$ cat config.mk
export PLATFORM = sky130hd
export DESIGN_NAME = word_assembler
export DESIGN_NICKNAME = d
export VERILOG_FILES = /design/src/rtl/debug_pkg.sv /design/src/rtl/word_assembler.sv
export SDC_FILE = /design/constraint.sdc
export NUM_CORES = 1
export LEC_CHECK = 0
export BUFFER_PORTS_ARGS = -buffer_cell sky130_fd_sc_hd__buf_2
export CAP_MARGIN = 20
export CORE_MARGIN = 2
export CORE_UTILIZATION = 48
export CTS_BUF_LIST = sky130_fd_sc_hd__clkbuf_4
export DETAILED_ROUTE_END_ITERATION = 6
export PLACE_DENSITY = 0.8
export SETUP_SLACK_MARGIN = 0.02
export SYNTH_ARGS = -nofsm -noshare
export SYNTH_HDL_FRONTEND = slang
export SYNTH_SLANG_ARGS = --single-unit
export TNS_END_PERCENT = 30
$ cat constraint.sdc
create_clock -name i_clock -period 1.4 [get_ports i_clock]
set_input_delay 0.07 -clock i_clock [delete_from_list [all_inputs] [get_ports i_clock]]
set_output_delay 0.07 -clock i_clock [all_outputs]
set_load 0.03 [all_outputs]
$ cat src/rtl/debug_pkg.sv
package debug_pkg;

  //////////////////////////////////////////////////
  // Widths.
  //////////////////////////////////////////////////

  typedef logic [7:0]  byte_t;       // One UART character.
  typedef logic [31:0] instr_t;      // One MIPS instruction.
  typedef logic [7:0]  imem_addr_t;  // 256-word instruction memory.

  //////////////////////////////////////////////////
  // UART timing and framing.
  //////////////////////////////////////////////////

  localparam int CLOCKS_PER_BIT  = 16;
  localparam int BYTES_PER_INSTR = 4;

  // Bit-time counter shared by both UARTs.
  typedef logic [$clog2(CLOCKS_PER_BIT)-1:0] tick_t;

  //////////////////////////////////////////////////
  // Host commands.
  //////////////////////////////////////////////////

  localparam byte_t CMD_SOFT_RESET = 8'h00;
  localparam byte_t CMD_LOAD       = 8'h01;
  localparam byte_t CMD_RUN_CONT   = 8'h03;
  localparam byte_t CMD_RUN_STEP   = 8'h07;

  localparam int STEP_MODE_BIT = 2;  // Set in the step-mode start byte.

  // Debug control FSM.
  typedef enum logic [2:0] {
    ST_IDLE,
    ST_SOFT_RESET,
    ST_LOAD,
    ST_ACK,
    ST_WAIT_START
  } debug_state_t;

endpackage

$ cat src/rtl/word_assembler.sv
`timescale 1ns/1ps

module word_assembler (
  input  logic              i_clock,
  input  logic              i_reset,
  input  logic              i_collect,
  input  logic              i_rx_valid,
  input  debug_pkg::byte_t  i_rx_data,
  output debug_pkg::instr_t o_word,
  output logic              o_word_valid
);

  logic [1:0]        byte_count;
  debug_pkg::instr_t word_shift;
  logic              take_byte;

  assign take_byte = i_collect && i_rx_valid;
  assign o_word    = word_shift;

  // Byte counter.
  always_ff @(posedge i_clock) begin
    if (!i_reset) begin
      byte_count   <= '0;
      o_word_valid <= 1'b0;
    end else begin
      o_word_valid <= 1'b0;
      if (!i_collect) begin
        byte_count <= '0;  // Each load starts on a word boundary.
      end else if (i_rx_valid) begin
        if (byte_count == 2'(debug_pkg::BYTES_PER_INSTR - 1)) begin
          byte_count   <= '0;
          o_word_valid <= 1'b1;
        end else begin
          byte_count <= byte_count + 1'b1;
        end
      end
    end
  end

  // MSB first, so earlier bytes move up.
  always_ff @(posedge i_clock) begin
    if (take_byte) begin
      word_shift <= {word_shift[$bits(debug_pkg::instr_t)-$bits(debug_pkg::byte_t)-1:0],
                     i_rx_data};
    end
  end

endmodule

==> results.ini <==
[outcome]
status = completed

[timing]
fin_worst_skew_ps = 5.97
setup_viol = 0
relSlewSlack = 0.893
slew_viol_final = 0
hold_violations = 0
max_slew.worst_pin.slew_ps = 156
hold_ws_ps = 43.9
setup_slack_ps = 258
totalNegativeSetupSlack_ps = 0
period_needed_ps = 1140
fmax_mhz = 875
fin_crit_sh = 0.816
rsz0062_at_grt = no

[worst_setup_path]
critPathMaxFanout = 32
crit_required_ps = 1430
cp-end-kind = flop
worstPathArrival_ps = 1170
startpoint_type = input port
critPathKind = input port to flop

[floorplanning]
coreArea_um2 = 2170
ios = 45
floorplan.initialDensity = 0.502
dieArea_um2 = 2660
die_y_um = 51.6
die_x_um = 51.6
rows = 17

[synth]
synth.avg_cell_area_um2 = 24.2
yosys.area.top_type = edfxtp_1
ys_ff_latch = 35
netlist-cell-type-count = 10
ys_seq_area_frac = 0.938
synth_fp_nets = 58
netlist_instances = 45
synth-async-reset-ratio = 0
synth_area_um2 = 1090
synth_top_area_frac = 0.883
yosys-top-cells-area = edfxtp_1 (88%), dfxtp_1 (5.5%), ha_1 (1.1%), mux2i_1 (0.92%), a21oi_2 (0.80%)
synth_commonest_cells = edfxtp_1 (32), dfxtp_1 (3), nand2_1 (2), nor2_1 (2)
synth_ff_type = edfxtp_1
yosysWarnings = 0
yosysMostFrequentCell = edfxtp_1
synth_edf_count = 32

[drt]
drt_pass1_iterations = 2
ant_nets = 0
vias = 620
vias_per_cell = 4.59
routedWlPerCell_um = 13.6
drcViolationCount = 0
first_iter_violations = 6
wl_mm = 1.84

[clock_tree]
cts_sinks = 35
clock_latency_ps = 320
cts_tree = done
cts_inserted_buffers = 5
cts_buffer_depth = 2
cts_resized = 0
cts-root-buf = clkbuf_4
htree_levels = 2
clk_pin_slew_ps = 100

[global_routing]
grt_pass1_wl_mm = 2.80
track_usage = 0.157
antenna_found_initial = 0
overflow = 0
grt_pass1_vias = 624
grt_max_degree = 33

[cells_and_area]
fillers = 150
syn_to_final_growth_pct = 40.6
fin_area_um2 = 1530
layout-drive-gt1-share = 0.495
antennaDiodeCount = 0
multi_input_area_um2 = 67.6
seq_area_um2 = 1020
final_nets = 119

[worst_hold_path]
hp-class = input port to flop

[placed_design]
place_area_um2 = 1360
place.gp.congestion = 0.764
pre_cts_slack_ps = 323
numPortBuffers = 44

[power_and_ir_drop]
p_leak_nw = 0.619
power_density_nw_per_um2 = 1340
irDropWorstVdd_uv = 1170

[job]
max-cap-violations = 0

## worst paths after layout
path | startpoint | end | slack (ps) | depth (start not counted)
worst min register to register | o_word[9] | o_word[17] | 440 | 0
worst min-delay path | i_reset | byte_count[0] | 40 | 3
worst max-delay path | i_rx_valid | o_word[10] | 260 | 4
worst max register to register | byte_count[0] | byte_count[0] | 290 | 3
## per-stage QoR
stage	util	instances	power (W)
6_report	0.705	135	0.00205
2_1_floorplan	-	45	0.00132
4_1_cts	0.705	135	0.00207
5_1_grt	0.705	135	0.00213
3_3_place_gp	0.629	118	0.00137
3_5_place_dp	0.629	118	0.00138
## power breakdown
part / switching, W / leakage (nW) / internal [W] / total (W)
Clock: 0.000303 / 0.0426 / 0.000367 / 0.000670
Sequential: 0.0000167 / 0.325 / 0.00118 / 0.00120
Combinational: 0.000115 / 0.252 / 0.0000605 / 0.000175
## sequential cells by signal, summed over array words and instances, names as in the netlist
signal,cells
o_word,32
byte_count,2
o_word_valid,1
## cell type report
class	instances	area share
Sequential cell	35	0.667
Timing Repair Buffer	54	0.216
Multi-Input combinational cell	10	0.0442
Clock inverter	3	0.0253
Clock buffer	5	0.0245
Tap cell	28	0.0229
## placed cells by master (no fill, tap or decap), types with 2 or more instances in the layout
cell type / count
edfxtp_1: 32
buf_2: 44
clkbuf_4: 5
dfxtp_1: 3
dlygate4sd3_1: 9
nor2_1: 2
nand2_1: 2
## per-layer routing
metal	vias to the layer above	wire (um)	GRT usage
met5	-	0	0
met4	0	35	0.0789
met3	5	262	0.118
met2	39	877	0.250
met1	282	662	0.146
li1	294	-	-
## cells by family (layout without fill, tap and decap cells)
group / Yosys count / after routing / synth area share
AO/OA/AOI/OAI: 1 / 1 / 0.00805
adder cells (fa/ha/maj): 1 / 1 / 0.0115
buffers and inverters: 0 / 62 / 0
flip-flops: 35 / 35 / 0.938
multiplexers: 1 / 1 / 0.00920
AND/OR/NAND/NOR: 7 / 7 / 0.0333
## critical path, stage by stage
cell           delay, ps
dlygate4sd3_1        550
buf_2                160
and2_1               180
buf_12               200
## timing repair
action,CTS,global route
hold endpoints to repair,9,0
setup buffers,0,0
hold buffers,9,0
setup endpoints to repair,0,0
(Power assumes the default switching activity.)
