===== config.mk =====
export PLATFORM = sky130hd
export DESIGN_NAME = uart_tx
export DESIGN_NICKNAME = d
export VERILOG_FILES = /design/src/rtl/debug_pkg.sv /design/src/rtl/uart_tx.sv
export SDC_FILE = /design/constraint.sdc
export NUM_CORES = 1
export LEC_CHECK = 0
export BUFFER_PORTS_ARGS = -buffer_cell sky130_fd_sc_hd__buf_2
export CORE_MARGIN = 2
export CORE_UTILIZATION = 48
export DETAILED_ROUTE_END_ITERATION = 7
export PLACE_DENSITY = 0.82
export SETUP_SLACK_MARGIN = 0.05
export SYNTH_ARGS = -nofsm -noshare
export SYNTH_HDL_FRONTEND = slang
export SYNTH_SLANG_ARGS = --single-unit
export TNS_END_PERCENT = 10

===== constraint.sdc =====
create_clock -name i_clock -period 1.4 [get_ports i_clock]
set_input_delay 0.28 -clock i_clock [delete_from_list [all_inputs] [get_ports i_clock]]
set_output_delay 0.28 -clock i_clock [all_outputs]
set_load 0.1 [all_outputs]

===== src/rtl/debug_pkg.sv =====
package debug_pkg;

  //////////////////////////////////////////////////
  // Widths.
  //////////////////////////////////////////////////

  typedef logic [7:0]  byte_t;       // One UART character.
  typedef logic [31:0] instr_t;      // One MIPS instruction.
  typedef logic [7:0]  imem_addr_t;  // 256-word instruction memory.

  //////////////////////////////////////////////////
  // UART timing and framing.
  //////////////////////////////////////////////////

  localparam int CLOCKS_PER_BIT  = 16;
  localparam int BYTES_PER_INSTR = 4;

  // Bit-time counter shared by both UARTs.
  typedef logic [$clog2(CLOCKS_PER_BIT)-1:0] tick_t;

  //////////////////////////////////////////////////
  // Host commands.
  //////////////////////////////////////////////////

  localparam byte_t CMD_SOFT_RESET = 8'h00;
  localparam byte_t CMD_LOAD       = 8'h01;
  localparam byte_t CMD_RUN_CONT   = 8'h03;
  localparam byte_t CMD_RUN_STEP   = 8'h07;

  localparam int STEP_MODE_BIT = 2;  // Set in the step-mode start byte.

  // Debug control FSM.
  typedef enum logic [2:0] {
    ST_IDLE,
    ST_SOFT_RESET,
    ST_LOAD,
    ST_ACK,
    ST_WAIT_START
  } debug_state_t;

endpackage


===== src/rtl/uart_tx.sv =====
`timescale 1ns/1ps

module uart_tx (
  input  logic             i_clock,
  input  logic             i_reset,
  input  logic             i_tx_start,
  input  debug_pkg::byte_t i_tx_data,
  output logic             o_tx,
  output logic             o_tx_busy,
  output logic             o_tx_done
);

  logic [9:0]       frame_shift;  // Stop, data, start.
  debug_pkg::tick_t tick_count;
  logic [3:0]       bit_count;
  logic             bit_end;

  assign bit_end = (tick_count == debug_pkg::tick_t'(debug_pkg::CLOCKS_PER_BIT - 1));
  assign o_tx    = frame_shift[0];

  //////////////////////////////////////////////////
  // Frame shifter.
  //////////////////////////////////////////////////

  always_ff @(posedge i_clock) begin
    if (!i_reset) begin
      frame_shift <= '1;  // Line idles high.
      tick_count  <= '0;
      bit_count   <= '0;
      o_tx_busy   <= 1'b0;
      o_tx_done   <= 1'b0;
    end else begin
      o_tx_done <= 1'b0;
      if (!o_tx_busy) begin
        if (i_tx_start) begin
          frame_shift <= {1'b1, i_tx_data, 1'b0};
          tick_count  <= '0;
          bit_count   <= '0;
          o_tx_busy   <= 1'b1;
        end
      end else if (bit_end) begin
        tick_count  <= '0;
        frame_shift <= {1'b1, frame_shift[9:1]};  // Refill with idle level.
        if (bit_count == 4'd9) begin
          o_tx_busy <= 1'b0;  // Stop bit done.
          o_tx_done <= 1'b1;
        end else begin
          bit_count <= bit_count + 1'b1;
        end
      end else begin
        tick_count <= tick_count + 1'b1;
      end
    end
  end

endmodule


==> reports/metrics.csv <==
stage,metric,value,unit
synthesis,seq_area_frac_synth,41.59,%
hold_path,hp-class,in2reg,
die,die_w,47.65,µm
power_and_ir_drop,p_int,751.8,µW
power_and_ir_drop,power.total,1053,µW
sta,hold_viol,0,
finish,fillers,154,
placement,place_inst,152,
drt,vias,894,
finish,post-route-util,69.72,%
finish,insertedDiodeCount,0,
finish,ff_latch_area,389.1,µm²
clocking,cts_hold_buffers,0,
global_routing,grt_util_all_layers,20.39,%
die,coreArea,1764,µm²
die,initial_core_util,51.84,%
sta,setup_violations,5,
finish,drive_gt1_share,37.59,%
setup_path,critPathMaxStageDelay,0.47,ns
clocking,cts_max_path_buffers,2,
synthesis,syn_area_per_cell,8.629,µm²
sta,rsz0062_at_grt,yes,
setup_path,cp.required,1.64,ns
sta,setup_ws,-0.1309,ns
sta,max_slew_margin,80.74,%
placement,dp_hpwl,1515,µm
die,top_level_ports,14,
power_and_ir_drop,seqPwrFrac,55.3,%
clocking,clk_latency,0.29,ns
sta,worst_slew_pin_slew,0.2869,ns
setup_path,path_max_fanout,3,
finish,areaGrowthSynthToFinish,34.47,%
placement,place_congestion,0.7547,
sta,timing.hold.ws,0.2541,ns
drt,dr.pass1.iters,4,
synthesis,ys_ff_latch,19,
status,violations,setup timing,
finish,final_cell_mix,"buf_4 (16), dfxtp_1 (14), buf_2 (10)",
synthesis,syn-instance-count,106,
finish,layout.cells.most_common,buf_4,
setup_path,crit_type,reg2reg,
clocking,cts_sinks,19,
drt,drc,0,
synthesis,synth.distinct_cells,30,
drt,initialDrtViolationCount,23,
drt,vias_per_cell,5.658,
clocking,cts_inserted_buffers,3,
power_and_ir_drop,power_frac_clock,26.4,%
power_and_ir_drop,switching_share,28.60,%
global_routing,antenna_found_initial,0,
finish,final_net_count,148,
sta,slew_violations,0,
drt,wl,2372,µm
setup_path,worstPathCellList,ha_4 > nand4_1 > buf_4 > or4_4 > a21oi_2,
flow_run,cap_violations,0,
power_and_ir_drop,vdd_drop_max,0.6534,mV
status,outcome,"finished, violations left",
placement,dp_slack,-0.05297,ns
sta,max_freq,0.6532,GHz
global_routing,grt_pass1_vias,804,
drt,ant_nets,0,
global_routing,grt_overflow,0,
die,rows,15,
global_routing,grt_start_max_net_pins,17,
clocking,htree_levels,1,
sta,timing.final.crit_period,1.531,ns
power_and_ir_drop,pwr-share-comb,18.3,%
synthesis,ys_warn_count,0,
die,dieArea,2271,µm²
power_and_ir_drop,p_leak,0.0004719,µW
setup_path,cp-end-kind,register,
sta,min_period_over_period,109.4,%
global_routing,grt_first_pass_wirelength,3291,µm
finish,fin_cells,158,
power_and_ir_drop,p_sw,301.1,µW
setup_path,cpMaxStageDelayCell,or4_4,
power_and_ir_drop,p_per_area,856.1,nW/µm²
drt,wire_per_inst,15.01,µm
synthesis,syn_area,914.6,µm²
clocking,tritoncts,built,
synthesis,syn-num-nets,120,
clocking,clkSlewWorstSetupHoldPaths,0.11,ns
sta,fin_skew,0.001007,ns
placement,portBuffers,13,
clocking,cts_root_buf,clkbuf_4,
setup_path,crit_arrival,1.77,ns
die,die_y,47.65,µm
setup_path,startpoint_type,register,
finish,multiInputGateArea,535.5,µm²
what timing repair did:
item | 4_1_cts | 5_1_grt
gates resized for setup | 4 | 18
setup endpoints to repair | 12 | 14
gates cloned | 0 | 0
setup buffers | 0 | 2
pin swaps | 1 | 5
endpoints found under the hold margin | 0 | 0
sequential cells by signal, summed over array words and instances (netlist names):
signal       cells
bit_count        4
frame_shift      9
o_tx_busy        1
o_tx_done        1
tick_count       4
worst paths after layout:
kind | startpoint | cells past startpoint | end | slack, ns
setup / recovery | tick_count[0] | 5 | bit_count[2] | -0.13
hold reg to reg | frame_shift[1] | 2 | frame_shift[0] | 0.49
setup reg to reg | tick_count[0] | 5 | bit_count[2] | -0.13
hold / removal | i_tx_data[7] | 3 | frame_shift[8] | 0.25
Yosys cell counts:
library cell	n	share of area [%]
nand3_1	4	2.2
and4b_1	1	1.1
and3b_1	1	0.96
a221oi_1	7	6.7
nor2_1	3	1.2
nand2b_1	1	0.68
and3_1	1	0.68
a211oi_1	2	1.6
o21ai_1	1	0.55
nor3_1	8	4.4
and4_1	1	0.96
buf_4	2	1.6
nor3b_1	1	0.82
nand2_1	5	2.1
ha_1	3	4.1
or4_1	2	1.6
nand4_1	1	0.68
a22oi_1	1	0.82
nand3b_1	2	1.6
o211ai_1	2	1.6
a41oi_1	1	0.96
o21ai_0	9	4.9
clkbuf_1	2	0.82
nor2b_1	8	5.5
inv_1	5	2.1
mux2i_1	1	1.1
a21oi_1	7	3.8
buf_2	4	2.2
a311oi_1	1	0.96
dfxtp_1	19	42
power groups by stage:
stage          clock [µW]  sequential, µW  combinational (µW)
2_1_floorplan           0             616                80.7
3_3_place_gp            0             587                 165
3_5_place_dp            0             589                 170
4_1_cts               280             577                 173
5_1_grt               308             584                 207
6_report              278             582                 193
area by class of cell:
cell class	instances	share of cell area, %
timing repair buffer	31	18.51
clock buffer	3	1.831
clock inverter	1	0.4069
sequential	19	31.64
inverter	5	1.526
multi-input combinational	74	43.54
tap	25	2.543
stage by stage:
stage,instance area [µm²],TNS (ns)
final,1230,-0.2734
after global routing,1230,-0.5469
after detailed placement,1107,-0.09304
after CTS,1144,-0.2205
after global placement,1107,0
after floorplan,922.1,-0.3708
kinds of logic (layout without fill, tap and decap cells):
kind of cell / count (synthesis) / in the layout / share of synthesized area [%]
DFF: 19 / 19 / 41.59
buffers and inverters: 13 / 40 / 6.703
muxes: 1 / 1 / 1.094
and+or+nand+nor: 39 / 39 / 24.49
adders and majority gates: 3 / 3 / 4.104
AOI/OAI and AO/OA: 31 / 31 / 22.02
metal layers:
layer / GRT usage [%] / vias up / part of all wire, % / routed length (µm)
met1: 25.98 / 417 / 44 / 1048
li1: - / 448 / - / -
met3: 3.774 / 6 / 2.6 / 62
met4: 9.730 / 0 / 2.6 / 62
met5: 0 / - / 0 / 0
met2: 33.24 / 23 / 51 / 1199
critical path, delay by kind of cell, from the launching register on:
kind	cells	cell delay (ns)
and+or+nand+nor	2	0.63
DFF	1	0.38
buffers and inverters	1	0.20
adders and majority gates	1	0.14
AOI/OAI and AO/OA	1	0.12
Note: power is estimated with default switching activity, not from simulation.
