===== config.mk =====
export PLATFORM = sky130hd
export DESIGN_NAME = debug_control
export DESIGN_NICKNAME = d
export VERILOG_FILES = /design/src/rtl/debug_pkg.sv /design/src/rtl/debug_control.sv
export SDC_FILE = /design/constraint.sdc
export NUM_CORES = 1
export LEC_CHECK = 0
export BUFFER_PORTS_ARGS = -buffer_cell sky130_fd_sc_hd__buf_2
export CORE_ASPECT_RATIO = 1.1
export CORE_MARGIN = 2
export CORE_UTILIZATION = 40
export DETAILED_ROUTE_END_ITERATION = 6
export PLACE_DENSITY = 0.72
export SYNTH_ARGS = -nofsm -noshare
export SYNTH_HDL_FRONTEND = slang
export SYNTH_SLANG_ARGS = --single-unit

===== constraint.sdc =====
create_clock -name i_clock -period 2 [get_ports i_clock]
set_input_delay 0.2 -clock i_clock [delete_from_list [all_inputs] [get_ports i_clock]]
set_output_delay 0.2 -clock i_clock [all_outputs]
set_load 0.005 [all_outputs]

===== src/rtl/debug_pkg.sv =====
package debug_pkg;

  //////////////////////////////////////////////////
  // Widths.
  //////////////////////////////////////////////////

  typedef logic [7:0]  byte_t;       // One UART character.
  typedef logic [31:0] instr_t;      // One MIPS instruction.
  typedef logic [7:0]  imem_addr_t;  // 256-word instruction memory.

  //////////////////////////////////////////////////
  // UART timing and framing.
  //////////////////////////////////////////////////

  localparam int CLOCKS_PER_BIT  = 16;
  localparam int BYTES_PER_INSTR = 4;

  // Bit-time counter shared by both UARTs.
  typedef logic [$clog2(CLOCKS_PER_BIT)-1:0] tick_t;

  //////////////////////////////////////////////////
  // Host commands.
  //////////////////////////////////////////////////

  localparam byte_t CMD_SOFT_RESET = 8'h00;
  localparam byte_t CMD_LOAD       = 8'h01;
  localparam byte_t CMD_RUN_CONT   = 8'h03;
  localparam byte_t CMD_RUN_STEP   = 8'h07;

  localparam int STEP_MODE_BIT = 2;  // Set in the step-mode start byte.

  // Debug control FSM.
  typedef enum logic [2:0] {
    ST_IDLE,
    ST_SOFT_RESET,
    ST_LOAD,
    ST_ACK,
    ST_WAIT_START
  } debug_state_t;

endpackage


===== src/rtl/debug_control.sv =====
`timescale 1ns/1ps

module debug_control (
  input  logic                  i_clock,
  input  logic                  i_reset,
  input  logic                  i_rx_valid,
  input  debug_pkg::byte_t      i_rx_data,
  input  logic                  i_word_valid,
  input  debug_pkg::instr_t     i_word,
  input  logic                  i_tx_done,
  output logic                  o_collect,
  output logic                  o_mem_write,
  output debug_pkg::imem_addr_t o_mem_addr,
  output debug_pkg::instr_t     o_mem_data,
  output logic                  o_tx_start,
  output debug_pkg::byte_t      o_tx_data,
  output logic                  o_cpu_reset_n,
  output logic                  o_cpu_start,
  output logic                  o_step_mode
);

  debug_pkg::debug_state_t state;
  debug_pkg::imem_addr_t   write_addr;  // Doubles as words written.
  logic                    is_halt;
  logic                    run_cmd;
  logic                    halt_seen;
  logic                    start_seen;

  assign is_halt = (i_word == '0);
  assign run_cmd = i_rx_valid && ((i_rx_data == debug_pkg::CMD_RUN_CONT) ||
                                  (i_rx_data == debug_pkg::CMD_RUN_STEP));

  assign halt_seen  = (state == debug_pkg::ST_LOAD) && i_word_valid && is_halt;
  assign start_seen = (state == debug_pkg::ST_WAIT_START) && run_cmd;

  assign o_collect     = (state == debug_pkg::ST_LOAD);
  assign o_cpu_reset_n = (state != debug_pkg::ST_SOFT_RESET);  // Active low.
  assign o_mem_addr    = write_addr;

  //////////////////////////////////////////////////
  // Command FSM.
  //////////////////////////////////////////////////

  always_ff @(posedge i_clock) begin
    if (!i_reset) begin
      state <= debug_pkg::ST_IDLE;
    end else begin
      case (state)
        debug_pkg::ST_IDLE: begin
          if (i_rx_valid && (i_rx_data == debug_pkg::CMD_SOFT_RESET)) begin
            state <= debug_pkg::ST_SOFT_RESET;
          end
        end
        debug_pkg::ST_SOFT_RESET: begin
          // Processor stays held until a load begins.
          if (i_rx_valid && (i_rx_data == debug_pkg::CMD_LOAD)) begin
            state <= debug_pkg::ST_LOAD;
          end
        end
        debug_pkg::ST_LOAD: begin
          if (halt_seen) begin
            state <= debug_pkg::ST_ACK;
          end
        end
        debug_pkg::ST_ACK: begin
          if (i_tx_done) begin
            state <= debug_pkg::ST_WAIT_START;
          end
        end
        debug_pkg::ST_WAIT_START: begin
          if (run_cmd) begin
            state <= debug_pkg::ST_IDLE;
          end
        end
        default: state <= debug_pkg::ST_IDLE;
      endcase
    end
  end

  //////////////////////////////////////////////////
  // Memory write and address counter.
  //////////////////////////////////////////////////

  always_ff @(posedge i_clock) begin
    if (!i_reset) begin
      o_mem_write <= 1'b0;
      write_addr  <= '0;
    end else begin
      o_mem_write <= (state == debug_pkg::ST_LOAD) && i_word_valid;
      if (state == debug_pkg::ST_SOFT_RESET) begin
        write_addr <= '0;  // Next load starts at zero.
      end else if (o_mem_write) begin
        write_addr <= write_addr + 1'b1;  // Wraps after 256 words.
      end
    end
  end

  always_ff @(posedge i_clock) begin
    if (i_word_valid) begin
      o_mem_data <= i_word;
    end
  end

  //////////////////////////////////////////////////
  // Acknowledge and processor start.
  //////////////////////////////////////////////////

  always_ff @(posedge i_clock) begin
    if (!i_reset) begin
      o_tx_start  <= 1'b0;
      o_cpu_start <= 1'b0;
      o_step_mode <= 1'b0;
    end else begin
      o_tx_start  <= halt_seen;
      o_cpu_start <= start_seen;
      if (start_seen) begin
        o_step_mode <= i_rx_data[debug_pkg::STEP_MODE_BIT];
      end
    end
  end

  // Count includes the halt word not yet written.
  always_ff @(posedge i_clock) begin
    if (halt_seen) begin
      o_tx_data <= debug_pkg::byte_t'(write_addr + 1'b1);
    end
  end

endmodule


==> results.md <==
* Cells after Synth at 142
* Met3 usage at ~4.2%
* # hold bufs at CTS at 0
* Total length of routed wires at approximately 4200 µm
* HP Class: in -> reg
* CTS tree: yes
* YS warnings at 0
* Clock Power Share at 31.4%
* Sequential element share of the synthesized area at 72.4%
* CTS Root Cell: clkbuf_8
* Htree depth at 2
* Power share of the combinational group at under 10%
* Post-cts resize count at 0
* Hold Path Stages at 1
* RR Startpoint: state[0]$_SDFFE_PN0P_
* Synthesized cell area at 2070 µm²
* Fin. Hold Viols at 0
* TNS Setup at 0 ps
* Data required time at the worst endpoint at about 2200 ps
* Critical path type: reg -> reg
* Sw frac at 19.8%
* Core area at 5000 µm²
* First-pass GRT wire length at 6510 µm
* Max Clk Rate at 0.614 GHz
* Critical path buffer and inverter count at 0
* Clk pin slew, worst setup/hold paths at 90 ps
* Synth Net Count at 188
* Skew-Pair Late Insertion Delay at around 300 ps
* Worst slew pin tran at 401 ps
* Nets at 292
* DRT iter0 DRCs at 86
* Slew Limit Fails at 0
* Pwr Density at around 760 nW/µm²
* Critical Path Stages at 5
* RSZ-0062 raised after global routing: no
* Share of cells above drive strength 1 at between 40% and 50%
* Final setup fails at 0
* Placed Area at between 2000 and 3000 µm²
* Num CTS Buffers at 5
* CP arrival at 1860 ps
* CP endpoint kind: flip-flop
* ANT nets after route at 0
* Number of remaining DRC errors at 0
* Status: finished clean
* Initial antenna violation count at 0
* DPL Wire Length at 3260 µm
* Worst R2R End: state[0]$_SDFFE_PN0P_
* CP max stage delay at ~550 ps
* Die Span X at 72.6 µm
* Mapped Avg Cell Area at 14.6 µm²
* Clk sinks at 55
* Leakage power at 1.17 nW
* Grt met1 use at between 10% and 20%
* Flop pwr share at 61.8%
* Period utilization at 81.4%
* Layout Cell Area excl Fill at around 2700 µm²
* Largest net degree at the start of global routing at 34
* Rel. slew slack at between 70% and 80%
* Final Wtd Congestion at 0.775
* Internal at 0.00167 W
* Global-route track usage on met2 at a little over a quarter
* GR Overflow Total at 0
* Wirelength per Cell at between 10 and 15 µm
* Crit Path Max Fanout at 12
* Final min period at 1630 ps
* Port buffer count at 98
* Peak supply drop at 354 µV
* Busiest grt layer: met2
* Vias in the first global route at 1464
* Die area at 5780 µm²
* Initial Utilization at 41.5%
* Layout Skew at 3.32 ps
* Via count at 1512
* Detailed Routing Iterations Pass 1 at 4
* CP startpoint kind: flip-flop
* Max Cap Violations at 0
* Clock tree buffer depth at 2
* Gr usage total at 14.7%
* Yosys reg bits at 55
* Worst setup startpoint: state[0]$_SDFFE_PN0P_
* Area delta synth->final at 31.7%
* Flop-to-flop setup slack at 370 ps
* CP delay by family, top: flip-flops
* Slowest cell on the critical path: dfxtp_1
* Post-DR vias/cell at 4.96
* CP Cell Sequence: xnor2_1, a21oi_1, or4_4, a21boi_2, mux2i_1
* I/O Pins at 99
* Net Switching at between 0.0004 and 0.0005 W
* Die height at 79.5 µm
* Worst setup endpoint: state[0]$_SDFFE_PN0P_
* Rows at 27
* Worst R2R Path Depth at 5
* Setup Fix Bufs, Post-CTS at 0
* Yosys cell types at 30
* Antenna diodes at 0
## layout by cell type (no fill, tap or decap), types with 3 or more instances in the layout
cell,netlist,layout
buf_2,0,98
edfxtp_1,40,40
dfxtp_1,15,15
nand2_1,11,11
nor2_1,11,11
xor2_1,9,9
nor4_1,8,8
xnor2_1,5,5
clkbuf_8,0,5
and3_1,4,4
nand4_1,4,4
a21oi_1,4,4
nand3_1,3,3
inv_1,3,3
nor3b_1,3,3
mux2i_1,3,3
## cells by family (layout without fill, tap and decap cells)
| logic type | count (synthesis) | count (layout) | share of synthesized area [%] |
|---|---|---|---|
| mux | 3 | 3 | 1.45 |
| buf+inv | 6 | 111 | 1.81 |
| flops | 55 | 55 | 72.4 |
| xor+xnor | 14 | 14 | 5.91 |
| simple gates | 54 | 54 | 15.0 |
| compound gates | 9 | 9 | 2.84 |
| fa+ha+maj | 1 | 1 | 0.603 |
## power by group through the flow
stage | clock network, W | logic (W) | registers (W)
floorplan | 0 | 0.0000134 | 0.00132
global placement | 0 | 0.000141 | 0.00131
detailed placement | 0 | 0.000143 | 0.00131
CTS | 0.000681 | 0.000144 | 0.00129
global route | 0.000708 | 0.000157 | 0.00129
finish | 0.000653 | 0.000143 | 0.00129
## through the flow
| step | instances | setup slack (ps) | utilization (%) | power (W) | hold WS [ps] |
|---|---|---|---|---|---|
| floorplan | 142 | 294 | - | 0.00134 | 299 |
| global placement | 297 | 276 | 52.5 | 0.00145 | 393 |
| detailed placement | 297 | 238 | 52.5 | 0.00146 | 395 |
| CTS | 305 | 336 | 54.6 | 0.00211 | 75.5 |
| global route | 305 | 186 | 54.6 | 0.00216 | 68.9 |
| finish | 305 | 372 | 54.6 | 0.00208 | 86.8 |
## layer usage
metal	part of all wire, %	routed length [µm]
met5	0	0
met2	49	2070
met4	2.1	88
met3	9.5	399
met1	39	1640
## cell usage after synthesis, drive strengths merged
cell     n  area, µm²
a21boi   1       11.3
a21o     1       7.51
a21oi    4       20.0
a31oi    1       6.26
and2     2       12.5
and3     4       25.0
buf      2       22.5
clkbuf   1       3.75
dfxtp   15        300
edfxtp  40       1200
ha       1       12.5
inv      3       11.3
mux2i    3       30.0
nand2   11       41.3
nand3    3       15.0
nand4    4       25.0
nor2    11       41.3
nor2b    2       12.5
nor3     2       15.0
nor3b    3       22.5
nor4     8       50.1
nor4b    1       15.0
nor4bb   1       10.0
o21ai    1       5.00
o311ai   1       8.76
or4      1       11.3
or4b     1       13.8
xnor2    5       43.8
xor2     9       78.8
## registers in the layout, summed over array words and instances (netlist names)
register	cells
o_tx_data	8
o_step_mode	1
o_mem_data	32
o_mem_write	1
o_tx_start	1
state	3
o_cpu_start	1
o_mem_addr	8
## layout make-up
class	count	area [µm²]
clock buffer	7	97.6
clock inverter	1	7.51
fill	446	2270
inverter	3	11.3
multi-input combinational	81	534
sequential	55	1500
tap	58	72.6
timing repair buffer	100	505
## worst min path at each step
stage	to	from	slack [ps]
5_1_grt	o_mem_data[18]$_DFFE_PP_	i_word[18]	70
6_report	o_mem_data[31]$_DFFE_PP_	i_word[31]	90
3_5_place_dp	o_mem_data[18]$_DFFE_PP_	i_word[18]	400
3_3_place_gp	o_mem_data[1]$_DFFE_PP_	i_word[1]	390
4_1_cts	o_mem_data[18]$_DFFE_PP_	i_word[18]	80
2_1_floorplan	o_mem_data[0]$_DFFE_PP_	i_word[0]	300
No activity file was read; power rests on OpenSTA's default activity.
