$ cat src/rtl/debug_pkg.sv
package debug_pkg;

  //////////////////////////////////////////////////
  // Widths.
  //////////////////////////////////////////////////

  typedef logic [7:0]  byte_t;       // One UART character.
  typedef logic [31:0] instr_t;      // One MIPS instruction.
  typedef logic [7:0]  imem_addr_t;  // 256-word instruction memory.

  //////////////////////////////////////////////////
  // UART timing and framing.
  //////////////////////////////////////////////////

  localparam int CLOCKS_PER_BIT  = 16;
  localparam int BYTES_PER_INSTR = 4;

  // Bit-time counter shared by both UARTs.
  typedef logic [$clog2(CLOCKS_PER_BIT)-1:0] tick_t;

  //////////////////////////////////////////////////
  // Host commands.
  //////////////////////////////////////////////////

  localparam byte_t CMD_SOFT_RESET = 8'h00;
  localparam byte_t CMD_LOAD       = 8'h01;
  localparam byte_t CMD_RUN_CONT   = 8'h03;
  localparam byte_t CMD_RUN_STEP   = 8'h07;

  localparam int STEP_MODE_BIT = 2;  // Set in the step-mode start byte.

  // Debug control FSM.
  typedef enum logic [2:0] {
    ST_IDLE,
    ST_SOFT_RESET,
    ST_LOAD,
    ST_ACK,
    ST_WAIT_START
  } debug_state_t;

endpackage

$ cat src/rtl/uart_rx.sv
`timescale 1ns/1ps

module uart_rx (
  input  logic             i_clock,
  input  logic             i_reset,
  input  logic             i_rx,
  output debug_pkg::byte_t o_rx_data,
  output logic             o_rx_valid
);

  typedef enum logic [1:0] {
    RX_IDLE,
    RX_START,
    RX_DATA,
    RX_STOP
  } rx_phase_t;

  rx_phase_t        phase;
  logic [1:0]       rx_sync;
  logic             line;
  debug_pkg::tick_t tick_count;
  logic [2:0]       bit_index;
  debug_pkg::byte_t rx_shift;
  logic             half_bit;
  logic             full_bit;

  assign line     = rx_sync[1];
  assign half_bit = (tick_count == debug_pkg::tick_t'(debug_pkg::CLOCKS_PER_BIT / 2 - 1));
  assign full_bit = (tick_count == debug_pkg::tick_t'(debug_pkg::CLOCKS_PER_BIT - 1));

  assign o_rx_data = rx_shift;

  // Line synchronizer, idles high.
  always_ff @(posedge i_clock) begin
    if (!i_reset) begin
      rx_sync <= 2'b11;
    end else begin
      rx_sync <= {rx_sync[0], i_rx};
    end
  end

  //////////////////////////////////////////////////
  // Frame FSM.
  //////////////////////////////////////////////////

  always_ff @(posedge i_clock) begin
    if (!i_reset) begin
      phase      <= RX_IDLE;
      tick_count <= '0;
      bit_index  <= '0;
      o_rx_valid <= 1'b0;
    end else begin
      o_rx_valid <= 1'b0;
      case (phase)
        RX_IDLE: begin
          tick_count <= '0;
          bit_index  <= '0;
          if (!line) begin
            phase <= RX_START;  // Falling edge seen.
          end
        end
        RX_START: begin
          if (half_bit) begin
            tick_count <= '0;
            // A high line here was only a glitch.
            phase <= line ? RX_IDLE : RX_DATA;
          end else begin
            tick_count <= tick_count + 1'b1;
          end
        end
        RX_DATA: begin
          if (full_bit) begin
            tick_count <= '0;
            bit_index  <= bit_index + 1'b1;
            if (bit_index == 3'd7) begin
              phase <= RX_STOP;
            end
          end else begin
            tick_count <= tick_count + 1'b1;
          end
        end
        RX_STOP: begin
          if (full_bit) begin
            phase      <= RX_IDLE;
            o_rx_valid <= line;  // Framing error drops the byte.
          end else begin
            tick_count <= tick_count + 1'b1;
          end
        end
        default: phase <= RX_IDLE;
      endcase
    end
  end

  // LSB arrives first, so shift in from the top.
  always_ff @(posedge i_clock) begin
    if ((phase == RX_DATA) && full_bit) begin
      rx_shift <= {line, rx_shift[7:1]};
    end
  end

endmodule

$ cat config.mk
export PLATFORM = sky130hd
export DESIGN_NAME = uart_rx
export DESIGN_NICKNAME = d
export VERILOG_FILES = /design/src/rtl/debug_pkg.sv /design/src/rtl/uart_rx.sv
export SDC_FILE = /design/constraint.sdc
export NUM_CORES = 1
export LEC_CHECK = 0
export BUFFER_PORTS_ARGS = -buffer_cell sky130_fd_sc_hd__buf_2
export CAP_MARGIN = 20
export CORE_UTILIZATION = 48
export CTS_BUF_LIST = sky130_fd_sc_hd__clkbuf_16
export DETAILED_ROUTE_END_ITERATION = 16
export HOLD_SLACK_MARGIN = 0.05
export PLACE_DENSITY = 0.72
export SLEW_MARGIN = 15
export SYNTH_ARGS = -nofsm -noshare
export SYNTH_HDL_FRONTEND = slang
export SYNTH_SLANG_ARGS = --single-unit
$ cat constraint.sdc
create_clock -name i_clock -period 1.7 [get_ports i_clock]
set_clock_uncertainty 0.15 [all_clocks]
set_input_delay 0.34 -clock i_clock [delete_from_list [all_inputs] [get_ports i_clock]]
set_output_delay 0.34 -clock i_clock [all_outputs]
set_load 0.01 [all_outputs]
==> flow_summary_export.csv, run 1 <==
group,metric,value,unit
route,drt-met1-wl,714,um
global_routing,first_global_vias,606,
setup_path,startpoint_type,"flop",
synth,syn_area,813,sq um
cells_and_area,n_fill_cell,121,
clock_tree,cts_inserted_buffers,3,
synth,synthTopCellsByArea,"dfxtp_1, edfxtp_1, ha_1",
cells_and_area,area_delta_synth_final,30.3,%
setup_path,critPathArrivalTime,1.56,ns
setup_path,cp-startpoint,"tick_count[1]",
route,ant_nets,0,
placement,pre_cts_ws,0.100,ns
setup_path,timing.reg2reg.worst_path_depth,5,
clock_tree,clockBufferDepth,2,
timing,finalCritPeriodShare,0.935,
global_routing,grt_pass1_wl,2860,um
power,pwr_density_cell,1100,nW/um^2
power,peakVddDrop,523,uV
synth,ys_seq_area_frac,0.591,
min_path,hp-class,"primary input to flop",
placement,gp_congestion,0.815,
clock_tree,root_buffer,"clkbuf_16",
route,totalWireLength,1660,um
cells_and_area,multi_input_area,325,sq um
synth,synth.distinct_cells,28,
route,routed-wl-met3,96,um
timing,tightest_slew,0.375,ns
clock_tree,cts_tree,"built",
clock_tree,ctsHtreeMaxLevel,1,
cells_and_area,layout-drive-gt1-share,0.287,
min_path,hold_depth,2,
timing,fin_crit,1.59,ns
global_routing,grt_remaining_overflow,0,
placement,hpwl,1090,um
synth,synth_top_area_cell,"dfxtp_1",
clock_tree,cts.clk_slew.worst_paths,0.05,ns
cells_and_area,diodes,0,
synth,yosys_warnings,0,
synth,syn_area_per_cell,10.7,sq um
timing,totalNegativeSetupSlack,0,ns
synth,synth-seq-cells,20,
placement,numPortBuffers,11,
clock_tree,clock_sinks,20,
floorplan,die-area,1860,sq um
setup_path,cp_max_fo,5,
setup_path,worstSetupEndpointType,"flop",
synth,synth_fp_nets,82,
route,routed.top_layer,"met4",
route,drtIter0Drc,17,
outcome,status,"finished, final reports clean",
cells_and_area,seqCellArea,482,sq um
timing,max_slew_margin,0.750,
setup_path,criticalPathCategory,"flop to flop",
route,routedWlPerCell,15.1,um
global_routing,antenna_found_initial,0,
global_routing,grt_usage,0.210,
floorplan,initial_utilization,0.528,
cells_and_area,nets,101,
setup_path,r2r-start,"tick_count[1]",
floorplan,die_w,43.2,um
floorplan,ios,12,
timing,timing.final.hold_violations,0,
global_routing,grt_max_degree,13,
synth,synth_top_area_share,0.295,
route,vias,672,
route,vias_per_cell,6.11,
clock_tree,hold_buffers,0,
run,drv_cap,0,
min_path,min_from,"i_rx",
power,total_power,1.16,mW
route,first_pass_iters,4,
route,drc,0,
floorplan,rows,14,
synth,netlist_instances,76,
timing,finalWorstSetupSlack,0.110,ns
route,met2_length,817,um
floorplan,core_area,1540,sq um
floorplan,die-height,43.2,um
clock_tree,clock_latency,0.25,ns
setup_path,cp.required,1.67,ns
timing,finalSetupViolations,0,
timing,slew_viol_final,0,
timing,fmax,629,MHz
power,p_leak,0.379,nW
[power by group]
| group | switching (mW) | total [mW] | internal, mW | leakage (nW) |
|---|---|---|---|---|
| logic | 0.0141 | 0.0247 | 0.0106 | 0.158 |
| registers | 0.00666 | 0.507 | 0.500 | 0.169 |
| clock network | 0.165 | 0.631 | 0.466 | 0.0511 |
| total | 0.185 | 1.16 | 0.977 | 0.379 |
[path summary, 6_finish.rpt]
kind	end	slack, ns
worst min register to register	rx_sync[1]	0.27
worst min-delay path	rx_sync[0]	0.12
worst max register to register	phase[0]	0.11
worst max-delay path	phase[0]	0.11
[state kept, by name, summed over array words and instances, names as in the netlist, named ones only]
| name | cells |
|---|---|
| o_rx_valid | 1 |
| bit_index | 3 |
| o_rx_data | 8 |
| phase | 1 |
| tick_count | 4 |
| rx_sync | 2 |
[Yosys cell counts]
library cell	instances
edfxtp_1	8
o21ai_0	2
inv_1	3
a222oi_1	1
a32oi_1	1
nand3_1	3
nand2b_1	3
nor3_1	1
nor2_1	6
nor3b_1	1
buf_2	2
inv_2	1
o2111ai_1	1
a211oi_1	1
nor3_2	1
o22ai_1	2
a21oi_1	5
o21ai_1	3
nand4_1	2
nand2_1	7
and2_1	1
o32ai_1	2
nand3_2	1
dfxtp_1	12
clkbuf_1	1
a22oi_1	1
ha_1	3
or4b_1	1
[critical path, cell delays in order, from the launching register on]
cell      delay [ns]
dfxtp_1         0.39
ha_4            0.19
and2_4          0.17
o21ai_1         0.07
a222oi_1        0.42
nor2_1          0.08
[repair_timing]
item | CTS | global route
resized for setup | 2 | 2
setup endpoints to repair | 1 | 2
pin swaps | 1 | 1
setup buffers | 0 | 0
[cells by family (layout without fill, tap and decap cells)]
kind of cell               Yosys count  in the layout  synth area share
DFF                                 20             20             0.591
adders and majority gates            3              3            0.0462
and+or+nand+nor                     27             27             0.177
buffers and inverters                7             25            0.0354
AOI/OAI and AO/OA                   19             19             0.151
[routing by layer]
layer  global-route usage  vias to the layer above
li1                     -                      320
met1                0.268                      319
met2                0.352                       29
met3               0.0383                        4
met4               0.0727                        0
met5                    0                        -
[metrics by stage]
stage                      util  hold WS [ns]  std cells  instance area (sq um)
after floorplan               -         0.236         76                    820
after global placement    0.609         0.244        106                    938
after detailed placement  0.609         0.256        106                    938
after CTS                 0.680         0.117        110                   1050
after global routing      0.688         0.129        110                   1060
final                     0.688         0.120        110                   1060
[layout by cell type (no fill, tap or decap)]
cell	netlist	layout
dfxtp_1	12	11
buf_2	2	11
edfxtp_1	8	8
nand2_1	7	7
nor2_1	6	6
a21oi_1	5	5
buf_4	0	5
inv_1	3	3
nand2b_1	3	3
nand3_1	3	3
o21ai_1	3	3
clkbuf_16	0	3
nand4_1	2	2
o22ai_1	2	2
o21ai_0	2	2
o32ai_1	2	2
ha_1	3	2
nand3_2	1	1
nor3_4	0	1
a22oi_1	1	1
nor3_1	1	1
inv_2	1	1
and2_4	0	1
nor3b_1	1	1
or4b_1	1	1
o2111ai_1	1	1
a32oi_1	1	1
a211oi_1	1	1
a222oi_1	1	1
ha_4	0	1
bufinv_16	0	1
buf_12	0	1
dfxtp_2	0	1
[cell type report]
class,instances,share of cell area
Tap cell,16,0.0189
Sequential cell,20,0.455
Timing Repair Buffer,17,0.106
Inverter,4,0.0142
Clock inverter,1,0.0283
Multi-Input combinational cell,49,0.307
Clock buffer,3,0.0708
Note: power is estimated with default switching activity, not from simulation.
==> run 2, diff against run 1 <==
--- a/config.mk
+++ b/config.mk
@@ -10,6 +10,7 @@
 export CORE_UTILIZATION = 48
 export CTS_BUF_LIST = sky130_fd_sc_hd__clkbuf_16
 export DETAILED_ROUTE_END_ITERATION = 16
+export GPL_TIMING_DRIVEN = 0
 export HOLD_SLACK_MARGIN = 0.05
 export PLACE_DENSITY = 0.72
 export SLEW_MARGIN = 15
==> run 2 against run 1 <==
Effect of this change: final cell count decreased by 0.91%; utilization decreased by 1.5 points; design area decreased by 2.1%; critical path depth decreased by 1; routed wire length decreased by 5.3%; non-clock buffer count decreased by 1; sequential cell count unchanged; combinational power about the same; register-to-register slack improved by 0.06 ns; hold slack got worse by 0.0058 ns; count of clock-buffer cells in the layout unchanged; critical path type unchanged; largest power group unchanged; highest routed layer unchanged.
==> flow_summary_export.csv, run 2 (synthesis gave the netlist of run 1 again) <==
group,metric,value,unit
cells_and_area,fin_util,0.673,
global_routing,grt_usage,0.189,
cells_and_area,layout-drive-gt1-share,0.269,
cells_and_area,final_cell_count_no_fill,109,
clock_tree,clockBufferDepth,2,
power,swShare,0.173,
global_routing,grt_max_degree,13,
setup_path,criticalPathCategory,"flop to flop",
route,vias_per_cell,5.79,
power,p_leak,0.369,nW
floorplan,ios,12,
run,drv_cap,0,
cells_and_area,multi_input_area,332,sq um
setup_path,crit_chain,"ha_4, nand3_4, nor3_4, buf_4",
setup_path,cp_num_buf_inv,1,
cells_and_area,mostFrequentLayoutCell,"buf_2",
power,pwr-share-comb,0.021,
setup_path,critPathArrivalTime,1.36,ns
global_routing,grt_util_met3,0.0766,
route,drc,0,
global_routing,gr-usage-met2,0.304,
floorplan,die-height,43.2,um
timing,rsz0062_at_grt,"false",
timing,slew_viol_final,0,
power,total_power,1.18,mW
clock_tree,cts.clk_slew.worst_paths,0.06,ns
clock_tree,cts_tree,"built",
global_routing,first_global_vias,552,
clock_tree,clock_sinks,20,
route,first_pass_iters,4,
timing,totalNegativeSetupSlack,0,ns
cells_and_area,nets,100,
route,vias,631,
placement,pre_cts_ws,-0.165,ns
global_routing,busiest_layer,"met2",
floorplan,die-area,1860,sq um
power,p_seq_frac,0.427,
cells_and_area,area_delta_synth_final,27.5,%
outcome,status,"finished, final reports clean",
timing,fmax,653,MHz
min_path,hp-class,"primary input to flop",
cells_and_area,largest_reg_flops,8,
timing,tightest_slew,0.454,ns
setup_path,critPathTopFamily,"flip-flops",
cells_and_area,diodes,0,
timing,max_slew_margin,0.697,
placement,hpwl,991,um
power,p_int,0.976,mW
setup_path,cp_max_fo,10,
route,routedWlPerCell,14.4,um
power,peakVddDrop,684,uV
cells_and_area,design_area,1040,sq um
clock_tree,ctsHtreeMaxLevel,1,
placement,gp_congestion,0.785,
setup_path,worstSetupEndpointType,"flop",
cells_and_area,seqCellArea,482,sq um
timing,finalSetupViolations,0,
timing,timing.final.hold_violations,0,
floorplan,rows,14,
global_routing,antenna_found_initial,0,
route,ant_nets,0,
clock_tree,root_buffer,"clkbuf_16",
power,power.share.clock,0.552,
timing,fin_hold_ws,0.114,ns
floorplan,initial_utilization,0.528,
cells_and_area,n_fill_cell,124,
placement,numPortBuffers,11,
clock_tree,cts_inserted_buffers,3,
power,pwr_density_cell,1140,nW/um^2
floorplan,core_area,1540,sq um
power,p_sw,0.204,mW
timing,finalCritPeriodShare,0.901,
route,drtIter0Drc,19,
setup_path,cp.required,1.52,ns
global_routing,grt_pass1_wl,2440,um
setup_path,startpoint_type,"flop",
setup_path,cp_slowest_stage_delay,0.38,ns
global_routing,grt_remaining_overflow,0,
floorplan,die_w,43.2,um
clock_tree,hold_buffers,0,
placement,place_area,895,sq um
timing,fin_crit,1.53,ns
clock_tree,clock_latency,0.26,ns
cells_and_area,most-common-layout-cells,"buf_2, dfxtp_1, edfxtp_1",
route,totalWireLength,1570,um
global_routing,met1_usage,0.216,
setup_path,slowest_stage,"dfxtp_1",
placement,dp.cells,103,
timing,finalWorstSetupSlack,0.168,ns
run 2: cell count changes in the layout (fill, tap and decap cells not counted):
cell,before,now
buf_4,5,2
buf_2,11,13
and2_2,0,1
and2_4,1,0
buf_12,1,0
clkbuf_1,0,1
nand3_2,1,0
nand3_4,0,1
o21ai_0,2,1
o21ai_1,3,4
run 2: worst paths after layout:
check	from	end	slack, ns	depth (start not counted)
worst max-delay path	tick_count[1]	o_rx_data[6]	0.17	4
worst min register to register	rx_sync[0]	rx_sync[1]	0.26	1
worst min-delay path	i_rx	rx_sync[0]	0.11	2
worst max register to register	tick_count[1]	o_rx_data[6]	0.17	4
run 2: layout make-up:
type	count	share of cell area
Sequential cell	20	0.464
Multi-Input combinational cell	49	0.320
Clock buffer	3	0.0724
Timing Repair Buffer	13	0.0676
Clock inverter	1	0.0290
Tap cell	16	0.0193
Inverter	4	0.0145
Buffer	3	0.0133
run 2: metal layers:
layer  routed length (um)  vias to the layer above
li1                     -                      315
met1                  704                      290
met2                  762                       21
met3                   74                        5
met4                   27                        0
met5                    0                        -
run 2: power by group through the flow:
| stage | clock network [mW] | registers [mW] | logic [mW] |
|---|---|---|---|
| finish | 0.652 | 0.505 | 0.0246 |
| global route | 0.666 | 0.505 | 0.0273 |
| CTS | 0.649 | 0.504 | 0.0236 |
| detailed placement | 0 | 0.514 | 0.0226 |
| global placement | 0 | 0.515 | 0.0221 |
| floorplan | 0 | 0.513 | 0.0162 |
run 2: what timing repair did:
action                                  in CTS  in global routing
cloned                                       0                  0
endpoints found under the setup margin      10                 14
pin swaps                                    1                  0
setup buffers                                2                  0
resized for setup                            1                  5
==> run 3, diff against run 2 <==
--- a/config.mk
+++ b/config.mk
@@ -12,7 +12,7 @@
 export DETAILED_ROUTE_END_ITERATION = 16
 export GPL_TIMING_DRIVEN = 0
 export HOLD_SLACK_MARGIN = 0.05
-export PLACE_DENSITY = 0.72
+export PLACE_DENSITY = 0.74
 export SLEW_MARGIN = 15
 export SYNTH_ARGS = -nofsm -noshare
 export SYNTH_HDL_FRONTEND = slang
==> run 3 against run 2 <==
Effect of this change: design area increased by 0.72%; total power decreased by 0.95%; first-iteration DRC count increased by 42%; via count increased by 0.63%; hold slack improved by 0.0028 ns; critical path depth unchanged; utilization increased by 0.49 points; die area unchanged; sequential share of layout area decreased by 0.33 points; critical endpoint unchanged.
==> flow_summary_export.csv, run 3 (synthesis gave the netlist of run 1 again) <==
group,metric,value,unit
setup_path,r2r-start,"tick_count[1]",
route,routedWlPerCell,13.1,um
power,p_leak,0.375,nW
run,drv_cap,0,
setup_path,rrSetupSlack,0.14,ns
power,pwr-share-comb,0.020,
setup_path,cp.required,1.52,ns
timing,max_slew_margin,0.721,
setup_path,timing.rr.end,"o_rx_data[6]",
floorplan,die-height,43.2,um
outcome,status,"finished, final reports clean",
global_routing,gr-usage-met2,0.260,
timing,tightest_slew,0.419,ns
power,power.share.clock,0.549,
power,peakVddDrop,726,uV
global_routing,first_global_vias,565,
timing,fin_crit,1.56,ns
route,first_pass_iters,4,
placement,dp.cells,103,
floorplan,die-area,1860,sq um
timing,finalCritPeriodShare,0.916,
setup_path,criticalPathCategory,"flop to flop",
setup_path,critPathArrivalTime,1.38,ns
cells_and_area,nets,101,
cells_and_area,most-common-layout-cells,"buf_2, dfxtp_1, edfxtp_1",
setup_path,timing.reg2reg.worst_path_depth,4,
global_routing,met1_usage,0.238,
route,ant_nets,0,
route,vias,635,
placement,numPortBuffers,11,
cells_and_area,final_cell_count_no_fill,110,
clock_tree,clock_sinks,20,
cells_and_area,largest_reg_flops,8,
global_routing,grt_max_degree,13,
min_path,hold_depth,2,
timing,timing.final.hold_violations,0,
global_routing,grt_util_met3,0.0383,
floorplan,die_w,43.2,um
power,p_sw,0.194,mW
clock_tree,cts_inserted_buffers,3,
clock_tree,clock_latency,0.25,ns
floorplan,rows,14,
placement,gp_congestion,0.796,
setup_path,cp_max_fo,10,
timing,rsz0062_at_grt,"false",
global_routing,antenna_found_initial,0,
route,drtIter0Drc,27,
floorplan,ios,12,
cells_and_area,fin_util,0.678,
min_path,hp-class,"primary input to flop",
cells_and_area,layout-drive-gt1-share,0.277,
global_routing,grt_pass1_wl,2440,um
power,p_seq_frac,0.432,
clock_tree,ctsHtreeMaxLevel,1,
min_path,min_from,"i_rx",
cells_and_area,multi_input_area,332,sq um
clock_tree,clockBufferDepth,2,
power,swShare,0.166,
clock_tree,cts_tree,"built",
setup_path,worstSetupEndpointType,"flop",
cells_and_area,mostFrequentLayoutCell,"buf_2",
setup_path,startpoint_type,"flop",
cells_and_area,seqCellArea,482,sq um
clock_tree,hold_buffers,0,
clock_tree,cts.clk_slew.worst_paths,0.06,ns
power,pwr_density_cell,1120,nW/um^2
clock_tree,root_buffer,"clkbuf_16",
cells_and_area,diodes,0,
route,totalWireLength,1440,um
timing,fmax,642,MHz
global_routing,grt_remaining_overflow,0,
cells_and_area,area_delta_synth_final,28.5,%
cells_and_area,n_fill_cell,122,
route,vias_per_cell,5.77,
timing,slew_viol_final,0,
route,drc,0,
global_routing,grt_usage,0.180,
placement,hpwl,954,um
floorplan,core_area,1540,sq um
min_path,min_delay_worst_endpoint,"rx_sync[0]",
timing,finalSetupViolations,0,
floorplan,initial_utilization,0.528,
power,p_int,0.976,mW
global_routing,busiest_layer,"met2",
-- run 3: cell type report --
type | count | share of cell area
Inverter | 4 | 0.0144
Sequential cell | 20 | 0.461
Tap cell | 16 | 0.0192
Clock buffer | 3 | 0.0719
Clock inverter | 1 | 0.0287
Timing Repair Buffer | 14 | 0.0743
Buffer | 3 | 0.0132
Multi-Input combinational cell | 49 | 0.317
-- run 3: how the worst max path moves through the flow --
| stage | startpoint | to | slack [ns] | cells after the start |
|---|---|---|---|---|
| global route | tick_count[1] | o_rx_data[6] | 0.05 | 4 |
| detailed placement | tick_count[0] | o_rx_data[7] | -0.18 | 3 |
| finish | tick_count[1] | o_rx_data[6] | 0.14 | 4 |
| global placement | tick_count[0] | o_rx_data[7] | -0.13 | 3 |
| floorplan | tick_count[0] | o_rx_data[0] | 0.09 | 3 |
| CTS | tick_count[0] | phase[0] | 0.04 | 5 |
-- run 3: repair_timing --
| item | CTS | global route |
|---|---|---|
| setup endpoints to repair | 10 | 11 |
| pin swaps | 1 | 0 |
| buffers inserted | 3 | 0 |
| gates cloned | 0 | 0 |
| gates resized for setup | 2 | 3 |
-- run 3: per-stage QoR --
step / setup WS [ns] / hold slack [ns] / area [sq um] / setup TNS, ns / total power, mW
6_report: 0.143 / 0.117 / 1040 / 0 / 1.17
5_1_grt: 0.0473 / 0.119 / 1040 / 0 / 1.20
2_1_floorplan: 0.0929 / 0.236 / 820 / 0 / 0.530
3_3_place_gp: -0.131 / 0.240 / 895 / -1.18 / 0.537
4_1_cts: 0.0427 / 0.124 / 1030 / 0 / 1.17
3_5_place_dp: -0.179 / 0.243 / 895 / -1.68 / 0.537
-- run 3: power groups by stage --
stage | combinational, mW | sequential [mW] | clock (mW)
floorplan | 0.0162 | 0.513 | 0
global placement | 0.0221 | 0.515 | 0
detailed placement | 0.0224 | 0.515 | 0
CTS | 0.0226 | 0.504 | 0.643
global route | 0.0262 | 0.505 | 0.665
finish | 0.0228 | 0.505 | 0.642
-- run 3: per-layer routing --
metal / up-vias / share of wire
met4: 0 / 0.019
li1: 319 / -
met1: 299 / 0.48
met5: - / 0
met2: 15 / 0.47
met3: 2 / 0.034
-- run 3: worst max-delay path: stages (launching register included) --
cell and delay, ns:
dfxtp_1 0.39, ha_4 0.19, nand3_4 0.15, nor3_4 0.23, buf_4 0.17
